`src/hdl/isa_pkg.sv`:
```
// Covers the integer subset of the Tinker ISA only and sign-extends every 12-bit immediate
`default_nettype none

package isa_pkg;

    // ----------------------------------------
    // Widths and fixed addresses
    // ----------------------------------------
    localparam int unsigned xlen       = 64;        // Data word width
    localparam int unsigned reg_addr_w = 5;         // 32 architectural registers
    localparam int unsigned imm_w      = 12;        // Literal field width

    localparam logic [xlen-1:0] reset_pc = 64'h2000;   // First fetch after reset
    localparam logic [xlen-1:0] pc_step  = 64'd4;      // Fixed 32-bit instructions

    // Reference encodings, kept opcodes only
    typedef enum logic [4:0] {
        op_and    = 5'b00000,
        op_or     = 5'b00001,
        op_xor    = 5'b00010,
        op_not    = 5'b00011,
        op_shftr  = 5'b00100,   // Logical, amount from rs2
        op_shftri = 5'b00101,   // Arithmetic, amount from literal
        op_shftl  = 5'b00110,
        op_shftli = 5'b00111,
        op_br     = 5'b01000,   // pc = rd
        op_brr_r  = 5'b01001,   // pc += rd
        op_brr_i  = 5'b01010,   // pc += literal
        op_brnz   = 5'b01011,   // pc = rd if rs1 != 0
        op_brgt   = 5'b01110,   // pc = rd if rs1 > rs2 (signed)
        op_load   = 5'b10000,   // rd = mem[rs1 + L]
        op_mov_rr = 5'b10001,   // rd = rs1
        op_mov_rl = 5'b10010,   // rd = L
        op_store  = 5'b10011,   // mem[rd + L] = rs1
        op_add    = 5'b11000,
        op_addi   = 5'b11001,
        op_sub    = 5'b11010,
        op_subi   = 5'b11011,
        op_mul    = 5'b11100,
        op_div    = 5'b11101    // Divide by zero gives 0
    } opcode_t;

    // ----------------------------------------
    // Instruction word views
    // ----------------------------------------
    typedef struct packed {
        opcode_t               opcode;
        logic [reg_addr_w-1:0] rd;
        logic [reg_addr_w-1:0] rs1;
        logic [reg_addr_w-1:0] rs2;
        logic [11:0]           unused;  // Don't care in register form
    } instr_r_t;

    typedef struct packed {
        opcode_t               opcode;
        logic [reg_addr_w-1:0] rd;
        logic [reg_addr_w-1:0] rs1;
        logic [4:0]            unused;  // rs2 slot, ignored here
        logic [imm_w-1:0]      imm;
    } instr_i_t;

    // Same 32 bits, read as either form
    typedef union packed {
        instr_r_t rform;
        instr_i_t iform;
    } instr_u;

endpackage

`default_nettype wire
```
`src/hdl/core_pkg.sv`:
```
// Multi-cycle core types; memory is a flat 32 KB byte array with no caches
`default_nettype none

package core_pkg;

    localparam int unsigned mem_bytes  = 32768;               // Unified memory size
    localparam int unsigned mem_addr_w = $clog2(mem_bytes);   // Byte index width

    // Sequencer states, one instruction walks through a subset
    typedef enum logic [2:0] {
        st_fetch,
        st_decode,
        st_execute,
        st_memory,
        st_writeback
    } state_t;

    // Per-state strobes, all plain levels
    typedef struct packed {
        logic ir_write;     // Latch fetched word
        logic pc_write;     // Load next PC
        logic alu_latch;    // Capture ALU result
        logic mem_read;     // Enable memory read port
        logic mem_write;    // Store 8 bytes
        logic mdr_latch;    // Capture load data
        logic reg_write;    // Register file write
        logic mem_to_reg;   // Writeback from MDR instead of ALU
    } ctrl_t;

    // ----------------------------------------
    // Observable commits
    // ----------------------------------------
    typedef struct packed {
        logic                           valid;
        logic [isa_pkg::reg_addr_w-1:0] rd;
        logic [isa_pkg::xlen-1:0]       data;
    } reg_commit_t;

    typedef struct packed {
        logic                     valid;
        logic [isa_pkg::xlen-1:0] addr;
        logic [isa_pkg::xlen-1:0] data;
    } mem_commit_t;

    // Fields pulled out of the instruction register
    typedef struct packed {
        isa_pkg::opcode_t               opcode;
        logic [isa_pkg::reg_addr_w-1:0] rd;
        logic [isa_pkg::reg_addr_w-1:0] rs1;
        logic [isa_pkg::reg_addr_w-1:0] rs2;
        logic [isa_pkg::xlen-1:0]       imm;    // Already sign-extended
    } decoded_t;

endpackage

`default_nettype wire

```
`src/hdl/instr_decode.sv`:
```
// Instruction register holds its value between fetches; fields are valid from DECODE on
`default_nettype none
`timescale 1ns/1ps

module instr_decode (
    input  logic               clk,
    input  logic               ir_write,
    input  logic [31:0]        instr_word,
    output core_pkg::decoded_t dec
);
    import isa_pkg::*;

    instr_u ir;     // Payload register, no reset

    always_ff @(posedge clk) begin
        if (ir_write) begin
            ir <= instr_word;
        end
    end

    // Register view for the index fields
    assign dec.opcode = ir.rform.opcode;
    assign dec.rd     = ir.rform.rd;
    assign dec.rs1    = ir.rform.rs1;
    assign dec.rs2    = ir.rform.rs2;
    // Immediate view, sign-extended to full width
    assign dec.imm    = {{(xlen-imm_w){ir.iform.imm[imm_w-1]}}, ir.iform.imm};

endmodule

`default_nettype wire

```
`config.mk`:
```
export PLATFORM = sky130hd
export DESIGN_NAME = instr_decode
export DESIGN_NICKNAME = d
export VERILOG_FILES = /design/src/hdl/isa_pkg.sv /design/src/hdl/core_pkg.sv /design/src/hdl/instr_decode.sv
export SDC_FILE = /design/constraint.sdc
export NUM_CORES = 1
export LEC_CHECK = 0
export BUFFER_PORTS_ARGS = -buffer_cell sky130_fd_sc_hd__buf_2
export CORE_MARGIN = 5
export CORE_UTILIZATION = 40
export CTS_CLUSTER_SIZE = 10
export DETAILED_ROUTE_END_ITERATION = 10
export PLACE_DENSITY = 0.89
export SETUP_SLACK_MARGIN = 0.15
export SYNTH_ARGS = -nofsm -noshare
export SYNTH_HDL_FRONTEND = slang
export SYNTH_SLANG_ARGS = --single-unit
```
`constraint.sdc`:
```
create_clock -name clk -period 2.4 [get_ports clk]
set_input_delay 0 -clock clk [delete_from_list [all_inputs] [get_ports clk]]
set_output_delay 0 -clock clk [all_outputs]
set_load 0.005 [all_outputs]
```
==> flow_results.org <==
** Run status
- Outcome :: completed

** GRT
- The first global-routing pass estimated 3815 um of wire.
- GRT Residual Overflow :: 0
- The via count of the first global-routing pass is 844.
- The number of antenna violations at the first check in global routing is 0.
- Global routing consumed, over all layers together, 11.81% of the routing resources.
- Maximum number of pins on one net before global-route repair :: 54

** STA
- Number of setup violations in the final report :: 0
- The max-slew violation count came to 0.
- Actual transition at the worst max-transition pin :: 1.002 ns
- Final hold slack :: 0.2728 ns
- After layout, the minimum clock period comes to 1.593 ns.
- Setup repair after global routing missed its margin :: no
- Final worst path period share :: 66.37%
- In this run the tightest slew margin relative to its limit is approximately a third.
- Final Hold Vio Count :: 0
- After routing, the total negative slack on setup checks comes to 0 ns.
- Based on the critical path, the design can be clocked at up to around 630 MHz.

** Detailed routing
- In this run, the number of DRC markers left after iteration 0 of detailed routing was 19.
- After detailed routing, the average wire length per cell comes to between 10 and 15 um.
- Average vias per placed instance :: 3.949
- Once detail routing completed, the nets flagged for antenna violations numbered 0.
- In the routed design, unresolved DRC markers number 0.
- The final layout contains routed wiring with a total length of 2939 um.
- The routed layout has approximately 930 vias.
- Number of search-and-repair iterations in the first detailed-routing pass :: 4

** Power
- Cell Pwr Density :: 588.4 nW/um^2
- In this run the static leakage power is 0.9341 nW.
- VDD IR-drop max :: 340.4 uV

** Min path
- HP Start :: ir_write
- Path category of the worst min-delay check :: in2reg
- Along the worst hold path, the cell count comes to 1.
- Capture endpoint of the worst hold path :: ir[10]

** Critical path
- Startpoint kind of the worst setup timing path :: flip-flop
- For this design, the slowest cell found on the critical path is sky130_fd_sc_hd__edfxtp_1.
- Total stage count of the critical path :: 1
- The critical path is of the reg2out type.
- Max stage delay on crit path :: 1.02 ns
- Crit-path leading delay family :: flip-flops
- The signal on the critical path passes through buf_2.
- The number of buffers and inverters on the critical path is 1.
- CP arrival :: approximately 1.6 ns
- Critical path peak fanout :: 53
- Worst Path Required :: 2.40 ns
- Critical Path End Type :: output pin

** Die
- The floorplan step defined a die boundary enclosing ~4600 um^2.
- Count of boundary I/O pins :: 118
- Initial Utilization :: 40.82%
- The core region is 3311 um^2.
- Std-Cell Rows :: 21
- The die is 68.12 um wide.
- The die is just under 70 um tall.

** Clock network
- Buffer levels on the longest clock path :: 2
- The clock net in this run drives a total of 32 sinks.
- CTS root buf :: sky130_fd_sc_hd__clkbuf_4
- CTS tree :: done
- The H-tree was split into 2 levels.
- TritonCTS created 5 clock buffers.
- Gates resized during post-CTS repair numbered 0.
- After clock tree synthesis, the clock-pin slew on the worst setup and hold paths is 0.09 ns.

** Finish
- Multi-Input Combinational :: 0
- Counting flops per register, the top entry is ir.
- Layout Utilization :: 59.60%
- Layout Nets :: 222
- Largest registers :: ir: 32 flops
- Antenna diodes :: 0
- Multi-input gate area in the final layout :: 0 um^2
- The area growth from synthesis to layout is 46.02%.
- For this run, the number of standard cells in the final layout without fillers is ~240.
- Of the cells placed in the final design, the portion with a size suffix greater than 1 is 64.55%.
- The register with the most flip-flops in the layout has 32 of them.

** Logic synthesis
- In the post-synthesis netlist, the cell with the most instances is sky130_fd_sc_hd__buf_4.
- Post-synth top area cell :: sky130_fd_sc_hd__edfxtp_1
- In this run the biggest area consumer among cell types represents 71.11% of the synthesized area.
- Synth cell types :: 2
- The Yosys step of the flow raised 0 warnings.
- Counting flops and latches in the post-synthesis netlist gives 32.
- By count the netlist is led by sky130_fd_sc_hd__buf_4 (52), sky130_fd_sc_hd__edfxtp_1 (32).
- Part of the Yosys area used for sequential elements :: 71.11%
- Share of flip-flops with an asynchronous set or reset after synthesis :: 0%
- After synthesis the cells add up to 1351 um^2.
- When the netlist entered floorplanning its net count stood at 118.
- Leading register cell type out of synthesis :: sky130_fd_sc_hd__edfxtp_1
- In the synthesized netlist, the number of instances is 84.
- A synthesized cell averages 16.09 um^2.
- After synthesis, the cell types taking the most area are sky130_fd_sc_hd__edfxtp_1 (71%), sky130_fd_sc_hd__buf_4 (29%).
- In this run, synthesis inferred 32 flip-flops with an integrated enable.

** Place
- Input and output buffers added on the ports amount to 117.
- GP Congestion :: 0.6356
- Total placed cells including tap cells :: 195

** Run
- Max-cap check violation count :: 0
==> worst max path at each step <==
stage	slack (ns)	to	start
floorplan	1.03	dec[12]	ir[11]
global placement	1.19	dec[59]	ir[11]
finish	0.81	dec[20]	ir[11]
detailed placement	1.12	dec[34]	ir[11]
global route	0.60	dec[40]	ir[11]
CTS	0.75	dec[34]	ir[11]
==> stage by stage <==
step / setup slack, ns / area (um^2) / power (W)
floorplan: 1.025 / 1351 / 0.0008158
global placement: 1.191 / 1604 / 0.0008550
detailed placement: 1.116 / 1604 / 0.0008638
CTS: 0.7477 / 1973 / 0.001179
global route: 0.5974 / 1973 / 0.001227
finish: 0.8071 / 1973 / 0.001161
==> area by class of cell <==
class	count	area, um^2
fillers	263	1338
clock inverters	1	3.754
flip-flops and latches	32	960.9
repair buffers	149	905.9
well taps	46	57.56
clock buffers	7	45.04
==> layer usage <==
| metal | vias up | share of wire (%) | GRT usage (%) |
|---|---|---|---|
| met5 | - | 0 | 0 |
| met4 | 0 | 1.1 | 5.707 |
| met3 | 5 | 14 | 4.269 |
| met2 | 69 | 58 | 24.31 |
| met1 | 415 | 27 | 9.255 |
| li1 | 439 | - | - |
==> cells by family after synthesis <==
kind of cell	Yosys count	share of synthesized area, %
buffers and inverters	52	28.89
DFF	32	71.11
==> report_power, final <==
group,switching [W],internal (W),total (W)
Sequential,0.0000212,0.000663,0.000685
Combinational,0.0000783,0.000123,0.000201
Clock,0.000162,0.000113,0.000275
Total,0.000262,0.000899,0.00116
==> cell usage in the layout (no fill, tap or decap) <==
| cell type | synthesis | final |
|---|---|---|
| sky130_fd_sc_hd__buf_2 | 0 | 117 |
| sky130_fd_sc_hd__dlygate4sd3_1 | 0 | 32 |
| sky130_fd_sc_hd__edfxtp_1 | 32 | 32 |
| sky130_fd_sc_hd__clkbuf_4 | 0 | 5 |
| sky130_fd_sc_hd__clkbuf_1 | 0 | 2 |
| sky130_fd_sc_hd__clkinv_1 | 0 | 1 |
==> what timing repair did <==
action,4_1_cts,5_1_grt
buffers inserted,0,0
hold buffers,32,0
hold endpoints to repair,32,0
setup endpoints to repair,0,0
(Power assumes the default switching activity.)
