### src/hdl/isa_pkg.sv
// Covers the integer subset of the Tinker ISA only and sign-extends every 12-bit immediate
`default_nettype none

package isa_pkg;

    // ----------------------------------------
    // Widths and fixed addresses
    // ----------------------------------------
    localparam int unsigned xlen       = 64;        // Data word width
    localparam int unsigned reg_addr_w = 5;         // 32 architectural registers
    localparam int unsigned imm_w      = 12;        // Literal field width

    localparam logic [xlen-1:0] reset_pc = 64'h2000;   // First fetch after reset
    localparam logic [xlen-1:0] pc_step  = 64'd4;      // Fixed 32-bit instructions

    // Reference encodings, kept opcodes only
    typedef enum logic [4:0] {
        op_and    = 5'b00000,
        op_or     = 5'b00001,
        op_xor    = 5'b00010,
        op_not    = 5'b00011,
        op_shftr  = 5'b00100,   // Logical, amount from rs2
        op_shftri = 5'b00101,   // Arithmetic, amount from literal
        op_shftl  = 5'b00110,
        op_shftli = 5'b00111,
        op_br     = 5'b01000,   // pc = rd
        op_brr_r  = 5'b01001,   // pc += rd
        op_brr_i  = 5'b01010,   // pc += literal
        op_brnz   = 5'b01011,   // pc = rd if rs1 != 0
        op_brgt   = 5'b01110,   // pc = rd if rs1 > rs2 (signed)
        op_load   = 5'b10000,   // rd = mem[rs1 + L]
        op_mov_rr = 5'b10001,   // rd = rs1
        op_mov_rl = 5'b10010,   // rd = L
        op_store  = 5'b10011,   // mem[rd + L] = rs1
        op_add    = 5'b11000,
        op_addi   = 5'b11001,
        op_sub    = 5'b11010,
        op_subi   = 5'b11011,
        op_mul    = 5'b11100,
        op_div    = 5'b11101    // Divide by zero gives 0
    } opcode_t;

    // ----------------------------------------
    // Instruction word views
    // ----------------------------------------
    typedef struct packed {
        opcode_t               opcode;
        logic [reg_addr_w-1:0] rd;
        logic [reg_addr_w-1:0] rs1;
        logic [reg_addr_w-1:0] rs2;
        logic [11:0]           unused;  // Don't care in register form
    } instr_r_t;

    typedef struct packed {
        opcode_t               opcode;
        logic [reg_addr_w-1:0] rd;
        logic [reg_addr_w-1:0] rs1;
        logic [4:0]            unused;  // rs2 slot, ignored here
        logic [imm_w-1:0]      imm;
    } instr_i_t;

    // Same 32 bits, read as either form
    typedef union packed {
        instr_r_t rform;
        instr_i_t iform;
    } instr_u;

endpackage

`default_nettype wire
### src/hdl/core_pkg.sv
// Multi-cycle core types; memory is a flat 32 KB byte array with no caches
`default_nettype none

package core_pkg;

    localparam int unsigned mem_bytes  = 32768;               // Unified memory size
    localparam int unsigned mem_addr_w = $clog2(mem_bytes);   // Byte index width

    // Sequencer states, one instruction walks through a subset
    typedef enum logic [2:0] {
        st_fetch,
        st_decode,
        st_execute,
        st_memory,
        st_writeback
    } state_t;

    // Per-state strobes, all plain levels
    typedef struct packed {
        logic ir_write;     // Latch fetched word
        logic pc_write;     // Load next PC
        logic alu_latch;    // Capture ALU result
        logic mem_read;     // Enable memory read port
        logic mem_write;    // Store 8 bytes
        logic mdr_latch;    // Capture load data
        logic reg_write;    // Register file write
        logic mem_to_reg;   // Writeback from MDR instead of ALU
    } ctrl_t;

    // ----------------------------------------
    // Observable commits
    // ----------------------------------------
    typedef struct packed {
        logic                           valid;
        logic [isa_pkg::reg_addr_w-1:0] rd;
        logic [isa_pkg::xlen-1:0]       data;
    } reg_commit_t;

    typedef struct packed {
        logic                     valid;
        logic [isa_pkg::xlen-1:0] addr;
        logic [isa_pkg::xlen-1:0] data;
    } mem_commit_t;

    // Fields pulled out of the instruction register
    typedef struct packed {
        isa_pkg::opcode_t               opcode;
        logic [isa_pkg::reg_addr_w-1:0] rd;
        logic [isa_pkg::reg_addr_w-1:0] rs1;
        logic [isa_pkg::reg_addr_w-1:0] rs2;
        logic [isa_pkg::xlen-1:0]       imm;    // Already sign-extended
    } decoded_t;

endpackage

`default_nettype wire

### src/hdl/sequencer.sv
// One instruction at a time; ALU 4 cycles, load and store 5, branches 3
`default_nettype none
`timescale 1ns/1ps

module sequencer (
    input  logic               clk,
    input  logic               reset,
    input  core_pkg::decoded_t dec,
    input  logic               is_branch,
    output core_pkg::ctrl_t    ctrl
);
    import isa_pkg::*;
    import core_pkg::*;

    state_t state;
    state_t next_state;
    logic   is_load;
    logic   is_store;

    assign is_load  = (dec.opcode == op_load);
    assign is_store = (dec.opcode == op_store);

    always_ff @(posedge clk or posedge reset) begin
        if (reset) begin
            state <= st_fetch;
        end else begin
            state <= next_state;
        end
    end

    // ----------------------------------------
    // Next state
    // ----------------------------------------
    always_comb begin
        case (state)
            st_fetch:     next_state = st_decode;
            st_decode:    next_state = st_execute;
            st_execute: begin
                if (is_load || is_store) begin
                    next_state = st_memory;
                end else if (is_branch) begin
                    next_state = st_fetch;      // PC already written
                end else begin
                    next_state = st_writeback;
                end
            end
            st_memory:    next_state = st_writeback;
            st_writeback: next_state = st_fetch;
            default:      next_state = st_fetch;  // Recover from unused codes
        endcase
    end

    // ----------------------------------------
    // Strobes per state
    // ----------------------------------------
    always_comb begin
        ctrl = '0;
        case (state)
            st_fetch: begin
                ctrl.ir_write = 1'b1;
                ctrl.mem_read = 1'b1;           // Memory address is PC here
            end
            st_execute: begin
                ctrl.alu_latch = 1'b1;
                ctrl.pc_write  = is_branch;     // Target or PC+4
            end
            st_memory: begin
                ctrl.mem_read  = is_load;
                ctrl.mdr_latch = is_load;
                ctrl.mem_write = is_store;
            end
            st_writeback: begin
                ctrl.reg_write  = !is_store;
                ctrl.mem_to_reg = is_load;
                ctrl.pc_write   = 1'b1;         // Sequential advance
            end
            default: begin
                // DECODE only lets register reads settle
                ctrl = '0;
            end
        endcase
    end

endmodule

`default_nettype wire

### config.mk
export PLATFORM = sky130hd
export DESIGN_NAME = sequencer
export DESIGN_NICKNAME = d
export VERILOG_FILES = /design/src/hdl/isa_pkg.sv /design/src/hdl/core_pkg.sv /design/src/hdl/sequencer.sv
export SDC_FILE = /design/constraint.sdc
export NUM_CORES = 1
export LEC_CHECK = 0
export ABC_CLOCK_PERIOD_IN_PS = 2350
export BUFFER_PORTS_ARGS = -buffer_cell sky130_fd_sc_hd__buf_2
export CORE_MARGIN = 4
export CORE_UTILIZATION = 17
export CTS_BUF_LIST = sky130_fd_sc_hd__clkbuf_8
export DETAILED_ROUTE_END_ITERATION = 8
export PLACE_DENSITY_LB_ADDON = 0.25
export SKIP_CTS_REPAIR_TIMING = 1
export SYNTH_ARGS = -nofsm -noshare
export SYNTH_HDL_FRONTEND = slang
export SYNTH_SLANG_ARGS = --single-unit
### constraint.sdc
create_clock -name clk -period 2.35 [get_ports clk]
set_input_delay 0.235 -clock clk [delete_from_list [all_inputs] [get_ports clk]]
set_output_delay 0.235 -clock clk [all_outputs]
set_load 0.05 [all_outputs]
==> impl_metrics.py <==
metrics = {
    "sta": {
        "fin_skew_ns": 0.00260,
        "tightest_slew_ns": 0.267,
        "hold_viol": 0,
        "slew_violations": 0,
        "fin_crit_ns": 1.63,
        "fin_setup_tns_ns": 0,
        "rsz0062_at_grt": "no",
        "relSlewSlack": 0.821,
        "fmax_mhz": 613,
        "final.period_utilization": 0.694,
        "hold_ws_ns": 0.356,
        "setup_violations": 0,
    },
    "pwr": {
        "power_frac_comb": 0.541,
        "p_total_uw": 558,
        "vdd_ir_drop_max_uv": 392,
        "power.internal_uw": 276,
        "switching_share": 0.507,
        "cellPowerDensity_nw_per_um2": 1420,
        "p_leak_nw": 0.199,
        "pwr-share-seq": 0.202,
        "clockPowerShare": 0.257,
        "switching_power_uw": 283,
    },
    "final_layout": {
        "drive_gt1_frac": 0.490,
        "antennaDiodeCount": 0,
        "largest_reg_flops": 3,
        "area_growth_pct": 60.7,
        "layout.nets": 137,
        "top_regs": "state: 3 flops",
        "regMostFlops": "state",
    },
    "grt": {
        "grt-ovfl-total": 0,
        "antenna_found_initial": 0,
        "grt_pass1_wl_um": 903,
        "grt_start_max_net_pins": 8,
        "grtUsageTotal": 0.0661,
        "grt_pass1_vias": 227,
    },
    "clocking": {
        "cts-root-buf": "clkbuf_8",
        "clk_latency_ns": 0.21,
        "clockBufferDepth": 2,
        "h-tree-depth": 1,
        "numCtsBuffers": 3,
        "clk_pin_slew_ns": 0.03,
        "clock_sinks": 3,
        "cts_tree": "yes",
    },
    "placed_design": {
        "globalplace.congestion": 0.650,
        "dp_hpwl_um": 512,
        "numPortBuffers": 15,
    },
    "setup_path": {
        "r2r_start": "state[0]$_DFF_PP0_",
        "worstSetupEndpointType": "primary output",
        "r2r-end": "state[0]$_DFF_PP0_",
        "worstPathMaxFanout": 7,
        "crit_required_ns": 2.12,
        "critPathArrivalTime_ns": 1.40,
        "critPathKind": "reg -> out",
        "startpoint_type": "flip-flop",
        "reg2reg_depth": 2,
        "r2r_slack_ns": 1.39,
    },
    "logic_synthesis": {
        "synth_area_leaders": "dfrtp_1, nor2_1, nor3b_4",
        "syn_nets": 116,
        "syn-cell-area_um2": 245,
        "synth_warnings": 0,
        "synth_cells": 29,
        "synth_top_flop_cell": "dfrtp_1",
        "ys_seq_elements": 3,
        "synthDistinctLibCells": 20,
        "avgSynthCellArea_um2": 8.46,
        "synth_top_area_frac": 0.306,
        "seq_area_frac_synth": 0.306,
        "yosys.area.top_type": "dfrtp_1",
        "synth_edf_count": 0,
        "synthArstFlopShare": 1.00,
    },
    "floorplan": {
        "die_area_um2": 2110,
        "die_w_um": 46.0,
        "start_util": 0.184,
        "core_um2": 1330,
        "io_pins": 95,
        "row_count": 13,
        "die_h_um": 46.0,
    },
    "routing": {
        "drt_iter0_drc": 2,
        "post_drt_wl_per_cell_um": 9.81,
        "drt-total-wl_um": 628,
        "vias": 268,
        "first_pass_iters": 2,
        "ant_nets": 0,
        "vias_per_cell": 4.19,
        "drc": 0,
    },
    "outcome": {
        "status": "finished, final reports clean",
    },
    "worst_hold_path": {
        "hp-start": "is_branch",
        "hold_path_end": "state[2]$_DFF_PP0_",
        "min_path_type": "in -> reg",
        "worstHoldPathCells": 3,
    },
    "run": {
        "max_cap_viol_count": 0,
    },
}
## cells by family after synthesis
| logic type | after synthesis | share of synthesized area |
|---|---|---|
| and+or+nand+nor | 18 | 0.480 |
| DFF | 3 | 0.306 |
| xor gates and xnor gates | 1 | 0.0357 |
| buffers and inverters | 1 | 0.0153 |
| AOI/OAI and AO/OA | 6 | 0.163 |
## power by group through the flow
stage	Sequential, mW	Clock [mW]	Combinational, mW
floorplan	0.104	0	0.245
global placement	0.116	0	0.301
detailed placement	0.113	0	0.303
CTS	0.113	0.150	0.304
global route	0.119	0.156	0.318
finish	0.113	0.143	0.302
## cells in the final DEF (no fill, tap or decap)
master | netlist | routed
nor3b_2 | 1 | 1
dfrtp_1 | 3 | 3
nand2b_1 | 1 | 1
a21oi_1 | 2 | 2
nor2_1 | 5 | 5
inv_1 | 1 | 2
o21ai_1 | 1 | 1
buf_2 | 0 | 15
or2b_1 | 1 | 1
a31oi_1 | 1 | 1
nor2b_2 | 1 | 1
nand2_1 | 2 | 2
nand3_1 | 2 | 2
o21a_1 | 1 | 1
nand3_2 | 1 | 1
dlygate4sd3_1 | 0 | 1
o21bai_2 | 1 | 1
nor2b_1 | 1 | 1
nor3b_4 | 1 | 1
nor3_1 | 1 | 1
or2_2 | 1 | 1
xnor2_1 | 1 | 1
clkbuf_8 | 0 | 3
## layer usage
layer	wire, um	global-route usage
met1	233	0.0632
met2	341	0.0934
met3	54	0.0632
met4	0	0.0341
met5	0	0
## worst max-delay path by stage
stage | start | to | slack [ns] | depth (start not counted)
2_1_floorplan | state[0]$_DFF_PP0_ | ctrl[4] | 0.04 | 2
3_3_place_gp | state[0]$_DFF_PP0_ | ctrl[4] | 0.94 | 3
3_5_place_dp | state[0]$_DFF_PP0_ | ctrl[4] | 0.94 | 3
4_1_cts | state[0]$_DFF_PP0_ | ctrl[4] | 0.70 | 3
5_1_grt | state[0]$_DFF_PP0_ | ctrl[4] | 0.64 | 3
6_report | state[0]$_DFF_PP0_ | ctrl[4] | 0.72 | 3
## area by class of cell
class	instances	area, um^2
fill	158	940
multi-input combinational	25	166
timing repair buffer	16	85.1
sequential	3	75.1
clock buffer	3	41.3
tap	15	18.8
clock inverter	1	3.75
inverter	1	3.75
## critical path, stage by stage, from the launching register on
cell and delay [ns]:
dfrtp_1 0.44, nor3_1 0.30, o21bai_2 0.17, buf_2 0.27
## stage by stage
stage	worst slack (ns)	cells	utilization	cell area, um^2
finish	0.719	64	0.295	394
global route	0.641	64	0.295	394
CTS	0.700	63	0.288	384
detailed placement	0.938	59	0.254	339
global placement	0.935	59	0.254	339
floorplan	0.0443	29	-	245
## Yosys cell counts, drive strengths merged, types with 2 or more instances
cell type / count
a21oi: 2
dfrtp: 3
nand2: 2
nand3: 3
nor2: 5
nor2b: 2
nor3b: 2
Note: power is estimated with default switching activity, not from simulation.
