==> config.mk <==
export PLATFORM = sky130hd
export DESIGN_NAME = pc_unit
export DESIGN_NICKNAME = d
export VERILOG_FILES = /design/src/hdl/isa_pkg.sv /design/src/hdl/core_pkg.sv /design/src/hdl/pc_unit.sv
export SDC_FILE = /design/constraint.sdc
export NUM_CORES = 1
export LEC_CHECK = 0
export BUFFER_PORTS_ARGS = -buffer_cell sky130_fd_sc_hd__buf_2
export CAP_MARGIN = 5
export CORE_MARGIN = 5
export CORE_UTILIZATION = 38
export DETAILED_ROUTE_END_ITERATION = 10
export PLACE_DENSITY_LB_ADDON = 0.08
export SYNTH_ARGS = -nofsm -noshare
export SYNTH_HDL_FRONTEND = slang
export SYNTH_SLANG_ARGS = --single-unit
==> constraint.sdc <==
create_clock -name clk -period 7 [get_ports clk]
set_input_delay 0.35 -clock clk [delete_from_list [all_inputs] [get_ports clk]]
set_output_delay 0.35 -clock clk [all_outputs]
set_load 0.01 [all_outputs]
==> src/hdl/isa_pkg.sv <==
// Covers the integer subset of the Tinker ISA only and sign-extends every 12-bit immediate
`default_nettype none

package isa_pkg;

    // ----------------------------------------
    // Widths and fixed addresses
    // ----------------------------------------
    localparam int unsigned xlen       = 64;        // Data word width
    localparam int unsigned reg_addr_w = 5;         // 32 architectural registers
    localparam int unsigned imm_w      = 12;        // Literal field width

    localparam logic [xlen-1:0] reset_pc = 64'h2000;   // First fetch after reset
    localparam logic [xlen-1:0] pc_step  = 64'd4;      // Fixed 32-bit instructions

    // Reference encodings, kept opcodes only
    typedef enum logic [4:0] {
        op_and    = 5'b00000,
        op_or     = 5'b00001,
        op_xor    = 5'b00010,
        op_not    = 5'b00011,
        op_shftr  = 5'b00100,   // Logical, amount from rs2
        op_shftri = 5'b00101,   // Arithmetic, amount from literal
        op_shftl  = 5'b00110,
        op_shftli = 5'b00111,
        op_br     = 5'b01000,   // pc = rd
        op_brr_r  = 5'b01001,   // pc += rd
        op_brr_i  = 5'b01010,   // pc += literal
        op_brnz   = 5'b01011,   // pc = rd if rs1 != 0
        op_brgt   = 5'b01110,   // pc = rd if rs1 > rs2 (signed)
        op_load   = 5'b10000,   // rd = mem[rs1 + L]
        op_mov_rr = 5'b10001,   // rd = rs1
        op_mov_rl = 5'b10010,   // rd = L
        op_store  = 5'b10011,   // mem[rd + L] = rs1
        op_add    = 5'b11000,
        op_addi   = 5'b11001,
        op_sub    = 5'b11010,
        op_subi   = 5'b11011,
        op_mul    = 5'b11100,
        op_div    = 5'b11101    // Divide by zero gives 0
    } opcode_t;

    // ----------------------------------------
    // Instruction word views
    // ----------------------------------------
    typedef struct packed {
        opcode_t               opcode;
        logic [reg_addr_w-1:0] rd;
        logic [reg_addr_w-1:0] rs1;
        logic [reg_addr_w-1:0] rs2;
        logic [11:0]           unused;  // Don't care in register form
    } instr_r_t;

    typedef struct packed {
        opcode_t               opcode;
        logic [reg_addr_w-1:0] rd;
        logic [reg_addr_w-1:0] rs1;
        logic [4:0]            unused;  // rs2 slot, ignored here
        logic [imm_w-1:0]      imm;
    } instr_i_t;

    // Same 32 bits, read as either form
    typedef union packed {
        instr_r_t rform;
        instr_i_t iform;
    } instr_u;

endpackage

`default_nettype wire
==> src/hdl/core_pkg.sv <==
// Multi-cycle core types; memory is a flat 32 KB byte array with no caches
`default_nettype none

package core_pkg;

    localparam int unsigned mem_bytes  = 32768;               // Unified memory size
    localparam int unsigned mem_addr_w = $clog2(mem_bytes);   // Byte index width

    // Sequencer states, one instruction walks through a subset
    typedef enum logic [2:0] {
        st_fetch,
        st_decode,
        st_execute,
        st_memory,
        st_writeback
    } state_t;

    // Per-state strobes, all plain levels
    typedef struct packed {
        logic ir_write;     // Latch fetched word
        logic pc_write;     // Load next PC
        logic alu_latch;    // Capture ALU result
        logic mem_read;     // Enable memory read port
        logic mem_write;    // Store 8 bytes
        logic mdr_latch;    // Capture load data
        logic reg_write;    // Register file write
        logic mem_to_reg;   // Writeback from MDR instead of ALU
    } ctrl_t;

    // ----------------------------------------
    // Observable commits
    // ----------------------------------------
    typedef struct packed {
        logic                           valid;
        logic [isa_pkg::reg_addr_w-1:0] rd;
        logic [isa_pkg::xlen-1:0]       data;
    } reg_commit_t;

    typedef struct packed {
        logic                     valid;
        logic [isa_pkg::xlen-1:0] addr;
        logic [isa_pkg::xlen-1:0] data;
    } mem_commit_t;

    // Fields pulled out of the instruction register
    typedef struct packed {
        isa_pkg::opcode_t               opcode;
        logic [isa_pkg::reg_addr_w-1:0] rd;
        logic [isa_pkg::reg_addr_w-1:0] rs1;
        logic [isa_pkg::reg_addr_w-1:0] rs2;
        logic [isa_pkg::xlen-1:0]       imm;    // Already sign-extended
    } decoded_t;

endpackage

`default_nettype wire

==> src/hdl/pc_unit.sv <==
// PC starts at 0x2000; branch targets are taken as given with no alignment check
`default_nettype none
`timescale 1ns/1ps

module pc_unit (
    input  logic                     clk,
    input  logic                     reset,
    input  logic                     pc_write,
    input  core_pkg::decoded_t       dec,
    input  logic [isa_pkg::xlen-1:0] rs1_val,
    input  logic [isa_pkg::xlen-1:0] rs2_val,
    input  logic [isa_pkg::xlen-1:0] rd_val,
    output logic [isa_pkg::xlen-1:0] pc,
    output logic                     is_branch
);
    import isa_pkg::*;

    logic [xlen-1:0] next_pc;

    // Branch test and target, fall through is PC+4
    always_comb begin
        is_branch = 1'b1;
        next_pc   = pc + pc_step;
        case (dec.opcode)
            op_br:    next_pc = rd_val;
            op_brr_r: next_pc = pc + rd_val;
            op_brr_i: next_pc = pc + dec.imm;
            op_brnz: begin
                if (rs1_val != '0) begin
                    next_pc = rd_val;
                end
            end
            op_brgt: begin
                if ($signed(rs1_val) > $signed(rs2_val)) begin
                    next_pc = rd_val;
                end
            end
            default:  is_branch = 1'b0;
        endcase
    end

    always_ff @(posedge clk or posedge reset) begin
        if (reset) begin
            pc <= reset_pc;
        end else if (pc_write) begin
            pc <= next_pc;
        end
    end

endmodule

`default_nettype wire

==> reports/results.txt, run 1 <==
Synth Register Bits - 64
max-slew violation count - 0
DR pass1 iterations - 5
Crit. End Element - register
DR vias/cell - 5.845
most flop-heavy register - pc
wire length per cell - 20.33 um
initial antenna violation count - 1
worst IR drop on VDD - 115.1 uV
Post-CTS Hold Buffers - 0
dpl hpwl - 34160 um
RSZ-0062 raised after global routing - no
Leak Pwr - 6.309 nW
vias in the first global route - 12180
Pwr per Cell Area - 250.6 nW/um2
Clock Path Buffers - 2
Die H - 179.1 um
DRT iter0 DRCs - 927
first-pass GRT wire length - 66420 um
hold slack - 240.4 ps
Resize count post-CTS - 0
Slew headroom - 0.2413
Core Region - 28010 um2
post-route cell area - 13160 um2
Syn Area/Cell - 7.465 um2
Total Routing Usage GR - 0.2602
placed cell areas - 12860 um2
top_reg_cell synth - dfrtp_1
number of I/O port buffers - 328
row cnt - 61
status - finished, final reports clean
top flop regs - pc: 64 flops
final wirelength - 43270 um
Congestion Overflow GR - 0
WS Path Type - input pin to register
final net count - 2162
largest net degree at the start of global routing - 68
layout cells sized above 1 - 0.2550
period utilization - 0.7103
CP max FO - 21
ANT nets after route - 0
H-tree depth - 3
Yosys top cell area share - 0.1567
register area share after synthesis - 0.1476
Fin. Hold Viols - 0
Post-Syn Nets - 1871
Synth async-reset ratio - 1.000
RePlAce Congestion - 0.9285
TritonCTS clock tree - yes
Final setup viols - 0
# DRC - 0
root buffer cell - clkbuf_16
CTS clk-pin slew, worst paths - 60 ps
Peak Freq - 201.1 MHz
Gate Count Post-Synth - 1455
Worst Path Required - 7230 ps
Die ar. - 32060 um2
sum of negative setup slack - 0 ps
worst setup margin - 2028 ps
Max-Cap Viols - 0
Synth area leader - ha_1
final core occ - 0.4696
Inserted Clock Buffers - 9
Arrival @ worst endpoint - 5200 ps
minimum clock period after layout - 4972 ps
Max Clock Skew - 11.19 ps
synth top area cells - ha_1 16%, dfrtp_1 15%, mux2_2 6.7%
Worst Tran Pin Value - 1138 ps
Synth top cells by count - 137 x nand2_1, 136 x ha_1, 130 x a21oi_1
Synth Warn # - 0
most frequent cell after synthesis - nand2_1
Layout area overhead - 21.11%
number of synthesized flops with an enable pin - 0
max reg flops - 64
Skew-Pair Late Insertion Delay - 350 ps
DP Worst Slack - 1697 ps
via count - 12440
Post-CTS Setup Bufs - 0
Starting Density - 0.3878
Yosys cell types - 79
Cell Area, Synth - 10860 um2
Hold Crit Class - input pin to register
critical path startpoint category - input pin
IO Pins - 344
CTS Sinks - 64
DIE WIDTH - 179.1 um
[cell type report]
class / instances / area, um2
clock inverters: 3 / 42.54
repair buffers: 342 / 1747
multi-input cells: 1220 / 8626
diodes: 1 / 2.502
clock buffers: 11 / 252.7
well taps: 378 / 473.0
inverters: 109 / 409.1
flip-flops and latches: 64 / 1603
fillers: 2936 / 14860
[cell families after synthesis]
family | after synthesis | share of synthesized area
adders and majority gates | 137 | 0.1585
buffers and inverters | 171 | 0.05967
and+or+nand+nor | 472 | 0.2178
xor gates and xnor gates | 63 | 0.05080
DFF | 64 | 0.1476
AOI/OAI and AO/OA | 475 | 0.2909
muxes | 73 | 0.07476
[worst paths after layout]
check / startpoint / to / slack (ps) / cells past startpoint
hold reg to reg: pc[42]$_DFFE_PP0P_ / pc[42]$_DFFE_PP0P_ / 600 / 2
setup reg to reg: pc[2]$_DFFE_PP0P_ / pc[46]$_DFFE_PP0P_ / 2860 / 11
min in group asynchronous: reset / pc[57]$_DFFE_PP0P_ / 300 / 3
hold / removal: rd_val[48] / pc[48]$_DFFE_PP0P_ / 240 / 3
max in group asynchronous: reset / pc[27]$_DFFE_PP0P_ / 6060 / 3
setup / recovery: dec[83] / pc[60]$_DFFE_PP0P_ / 2030 / 17
[metrics by stage]
| stage | cells | total power [mW] |
|---|---|---|
| final | 2128 | 3.297 |
| after global placement | 2113 | 2.774 |
| after CTS | 2127 | 3.289 |
| after detailed placement | 2113 | 2.779 |
| after floorplan | 1455 | 2.120 |
| after global routing | 2128 | 3.574 |
[metal layers]
| metal | track usage | wire length, um |
|---|---|---|
| met3 | 0.02594 | 2623 |
| met1 | 0.3519 | 19360 |
| met5 | 0 | 0 |
| met2 | 0.4463 | 20470 |
| met4 | 0.06140 | 817 |
[worst max-delay path, stage by stage]
cell      delay [ps]
buf_2             90
nor2b_1          230
nor2b_1          340
nand2_2          390
buf_4            380
mux2_2           300
ha_1             350
and2b_1          150
o211ai_1         120
a31o_2           330
o31ai_4          360
a21oi_2          190
o41ai_4          740
a21oi_2          200
o21ai_2          290
mux2i_1          110
a221o_1          260
[power by group]
group          internal [mW]  leakage (nW)  switching, mW
clock network          0.292         0.143          0.202
registers              0.492         0.792          0.242
logic                  0.864          5.37           1.20
[cells in the final DEF (no fill, tap or decap), types with 9 or more instances in the layout]
| cell type | netlist | final |
|---|---|---|
| nand2b_1 | 10 | 10 |
| xor2_1 | 21 | 21 |
| buf_2 | 5 | 328 |
| nor2_1 | 80 | 78 |
| nor3_1 | 30 | 30 |
| clkbuf_16 | 0 | 9 |
| o21bai_1 | 14 | 14 |
| inv_1 | 108 | 107 |
| o21ai_0 | 104 | 104 |
| nor2b_1 | 12 | 12 |
| a31oi_1 | 15 | 15 |
| and2_1 | 9 | 9 |
| nand3_1 | 51 | 51 |
| buf_4 | 0 | 14 |
| xnor2_1 | 42 | 42 |
| ha_1 | 136 | 136 |
| nand4_1 | 46 | 46 |
| nor4_1 | 23 | 23 |
| o221ai_1 | 9 | 9 |
| o211ai_1 | 15 | 15 |
| a22oi_1 | 22 | 22 |
| mux2_2 | 65 | 65 |
| and3_1 | 34 | 34 |
| a221o_1 | 11 | 11 |
| o21ai_1 | 10 | 10 |
| a21oi_1 | 130 | 130 |
| dfrtp_1 | 63 | 63 |
| a221oi_1 | 14 | 14 |
| nand2_1 | 137 | 136 |
| a21o_1 | 28 | 28 |
Power figures use the tool's default switching activity.
==> run 2, diff against run 1 <==
==> constraint.sdc (replaced) <==
create_clock -name clk -period 5.1 [get_ports clk]
set_input_delay 0.255 -clock clk [delete_from_list [all_inputs] [get_ports clk]]
set_output_delay 0.255 -clock clk [all_outputs]
set_load 0.01 [all_outputs]
==> run 2 against run 1 <==
Clock skew down 3.1 ps. Critical endpoint is now pc[44]$_DFFE_PP0P_. Critical path type unchanged. Clock power up 33%. Cell count up 0.52%. Routed wire length up 1.8%. Largest power group unchanged. Cell area up 0.53%.
==> reports/results.txt, run 2 (synthesis gave the netlist of run 1 again) <==
Worst Tran Pin Value - 1164 ps (+25.61 ps)
WS Path Type - input pin to register
first-pass GRT wire length - 67410 um (+1.5%)
IO Pins - 344 (unchanged)
worst reg2reg path endpoint - pc[46]$_DFFE_PP0P_
most flop-heavy register - pc
CTS Sinks - 64 (unchanged)
status - finished, final reports clean
Total Routing Usage GR - 0.2657 (+0.005581)
RR Startpoint - pc[3]$_DFFE_PP0P_
vias in the first global route - 12300 (+1.0%)
layout cells sized above 1 - 0.2570 (+0.001961)
top flop regs - pc: 64 flops
Pwr per Cell Area - 344.5 nW/um2 (+37%)
commonest non-fill, non-tap cell in the layout - buf_2
Fin. Hold Viols - 0 (unchanged)
Hold Crit Class - input pin to register
Clock Path Buffers - 2 (unchanged)
max-slew violation count - 0 (unchanged)
wire length per cell - 20.60 um (+1.3%)
reg-to-reg slack, setup - 1030 ps (-1830 ps)
Skew-Pair Late Insertion Delay - 350 ps (about the same)
final net count - 2170 (+0.37%)
RSZ-0062 raised after global routing - no
critical path startpoint category - input pin
Peak Freq - 226.6 MHz
CP max FO - 7 (-67%)
Leak Pwr - 6.339 nW (+0.48%)
Final setup viols - 0 (unchanged)
H-tree depth - 3 (unchanged)
# DRC - 0 (unchanged)
Crit. End Element - register
Die H - 179.1 um (unchanged)
via count - 12470 (+0.26%)
# fillers - 2940 (+0.14%)
Slew headroom - 0.2223 (-0.01895)
Die ar. - 32060 um2 (unchanged)
crit path launch - dec[83]
DIE WIDTH - 179.1 um (unchanged)
DR vias/cell - 5.830 (-0.26%)
largest net degree at the start of global routing - 44 (-35%)
final wirelength - 44060 um (+1.8%)
DR pass1 iterations - 5 (unchanged)
TritonCTS clock tree - yes
Arrival @ worst endpoint - 4640 ps (-560 ps)
dpl hpwl - 34900 um (+2.2%)
Worst Setup EP - pc[44]$_DFFE_PP0P_
Core Region - 28010 um2 (unchanged)
FF-to-FF path depth - 11 (unchanged)
worst IR drop on VDD - 149.2 uV (+30%)
number of I/O port buffers - 328 (unchanged)
DRT iter0 DRCs - 858 (-7.4%)
root buffer cell - clkbuf_16
sum of negative setup slack - 0 ps (unchanged)
Starting Density - 0.3878 (unchanged)
total power - 4.556 mW (+38%)
Congestion Overflow GR - 0 (unchanged)
Inserted Clock Buffers - 9 (unchanged)
period utilization - 0.8651
Max Clock Skew - 8.040 ps (-3.147 ps)
CTS clk-pin slew, worst paths - 60 ps (about the same)
Max-Cap Viols - 0 (unchanged)
Layout area overhead - 21.76%
Worst Path Required - 5320 ps (-1910 ps)
minimum clock period after layout - 4412 ps
max reg flops - 64 (unchanged)
ANT nets after route - 0 (unchanged)
row cnt - 61 (unchanged)
DP Worst Slack - 338.9 ps (-1358 ps)
initial antenna violation count - 2 (+1)
commonest cells after routing, fill and taps aside - 328 x buf_2, 136 x nand2_1, 136 x ha_1
worst setup margin - 687.8 ps (-1340 ps)
RePlAce Congestion - 0.9083 (-2.2%)
==> run 2: cell count changes in the layout (fill, tap and decap cells not counted), sizes merged <==
cell and delta:
buf +7, clkinvlp +2, diode +1, dlygate4sd3 +1
==> run 2: final cells by class <==
cell class                 count  area (um2)  area share
antenna                        2       5.005   0.0003784
sequential                    64        1603      0.1212
tap                          378       473.0     0.03576
multi-input combinational   1220        8623      0.6520
timing repair buffer         350        1822      0.1377
clock buffer                  11       232.7     0.01760
inverter                     109       409.1     0.03094
clock inverter                 5       57.56    0.004352
==> run 2: where the power goes <==
group	leakage, nW	switching, mW	internal [mW]
sequential	0.792	0.336	0.676
clock	0.132	0.277	0.379
combinational	5.42	1.68	1.21
total	6.34	2.29	2.26
==> run 2: critical path: stages <==
cell,delay (ps)
buf_2,100
nor2b_1,210
nor2b_1,350
nand2_2,200
mux2_2,270
ha_1,160
inv_1,50
fa_1,390
and2b_1,220
o211ai_1,120
a31o_2,330
o311a_1,440
o41ai_4,430
a21oi_2,140
o31a_1,390
o21ai_1,190
xor2_1,90
a221o_1,290
==> run 2: metrics by stage <==
stage / hold WS, ps / cell area, um2 / instances / utilization
floorplan: 370.7 / 10860 / 1455 / -
global placement: 319.0 / 12920 / 2120 / 0.4613
detailed placement: 320.5 / 12920 / 2120 / 0.4613
CTS: 118.8 / 13220 / 2137 / 0.4720
global route: 153.5 / 13230 / 2139 / 0.4721
finish: 131.9 / 13230 / 2139 / 0.4721
==> run 2: worst min path at each step <==
stage	startpoint	endpoint	slack [ps]	cells after the start
3_5_place_dp	reset	pc[57]$_DFFE_PP0P_	320	2
6_report	rd_val[48]	pc[48]$_DFFE_PP0P_	130	3
3_3_place_gp	reset	pc[57]$_DFFE_PP0P_	320	2
4_1_cts	rd_val[48]	pc[48]$_DFFE_PP0P_	120	3
5_1_grt	rd_val[48]	pc[48]$_DFFE_PP0P_	150	3
2_1_floorplan	rd_val[48]	pc[48]$_DFFE_PP0P_	370	2
==> run 2: what timing repair did <==
action	CTS	global route
buffers inserted	0	0
resized for setup	0	0
endpoints found under the hold margin	21	0
hold buffers	1	0
==> run 2: routing by layer <==
layer / part of all wire / track usage
met3: 0.062 / 0.03838
met4: 0.022 / 0.07099
met2: 0.47 / 0.4480
met1: 0.45 / 0.3554
met5: 0 / 0
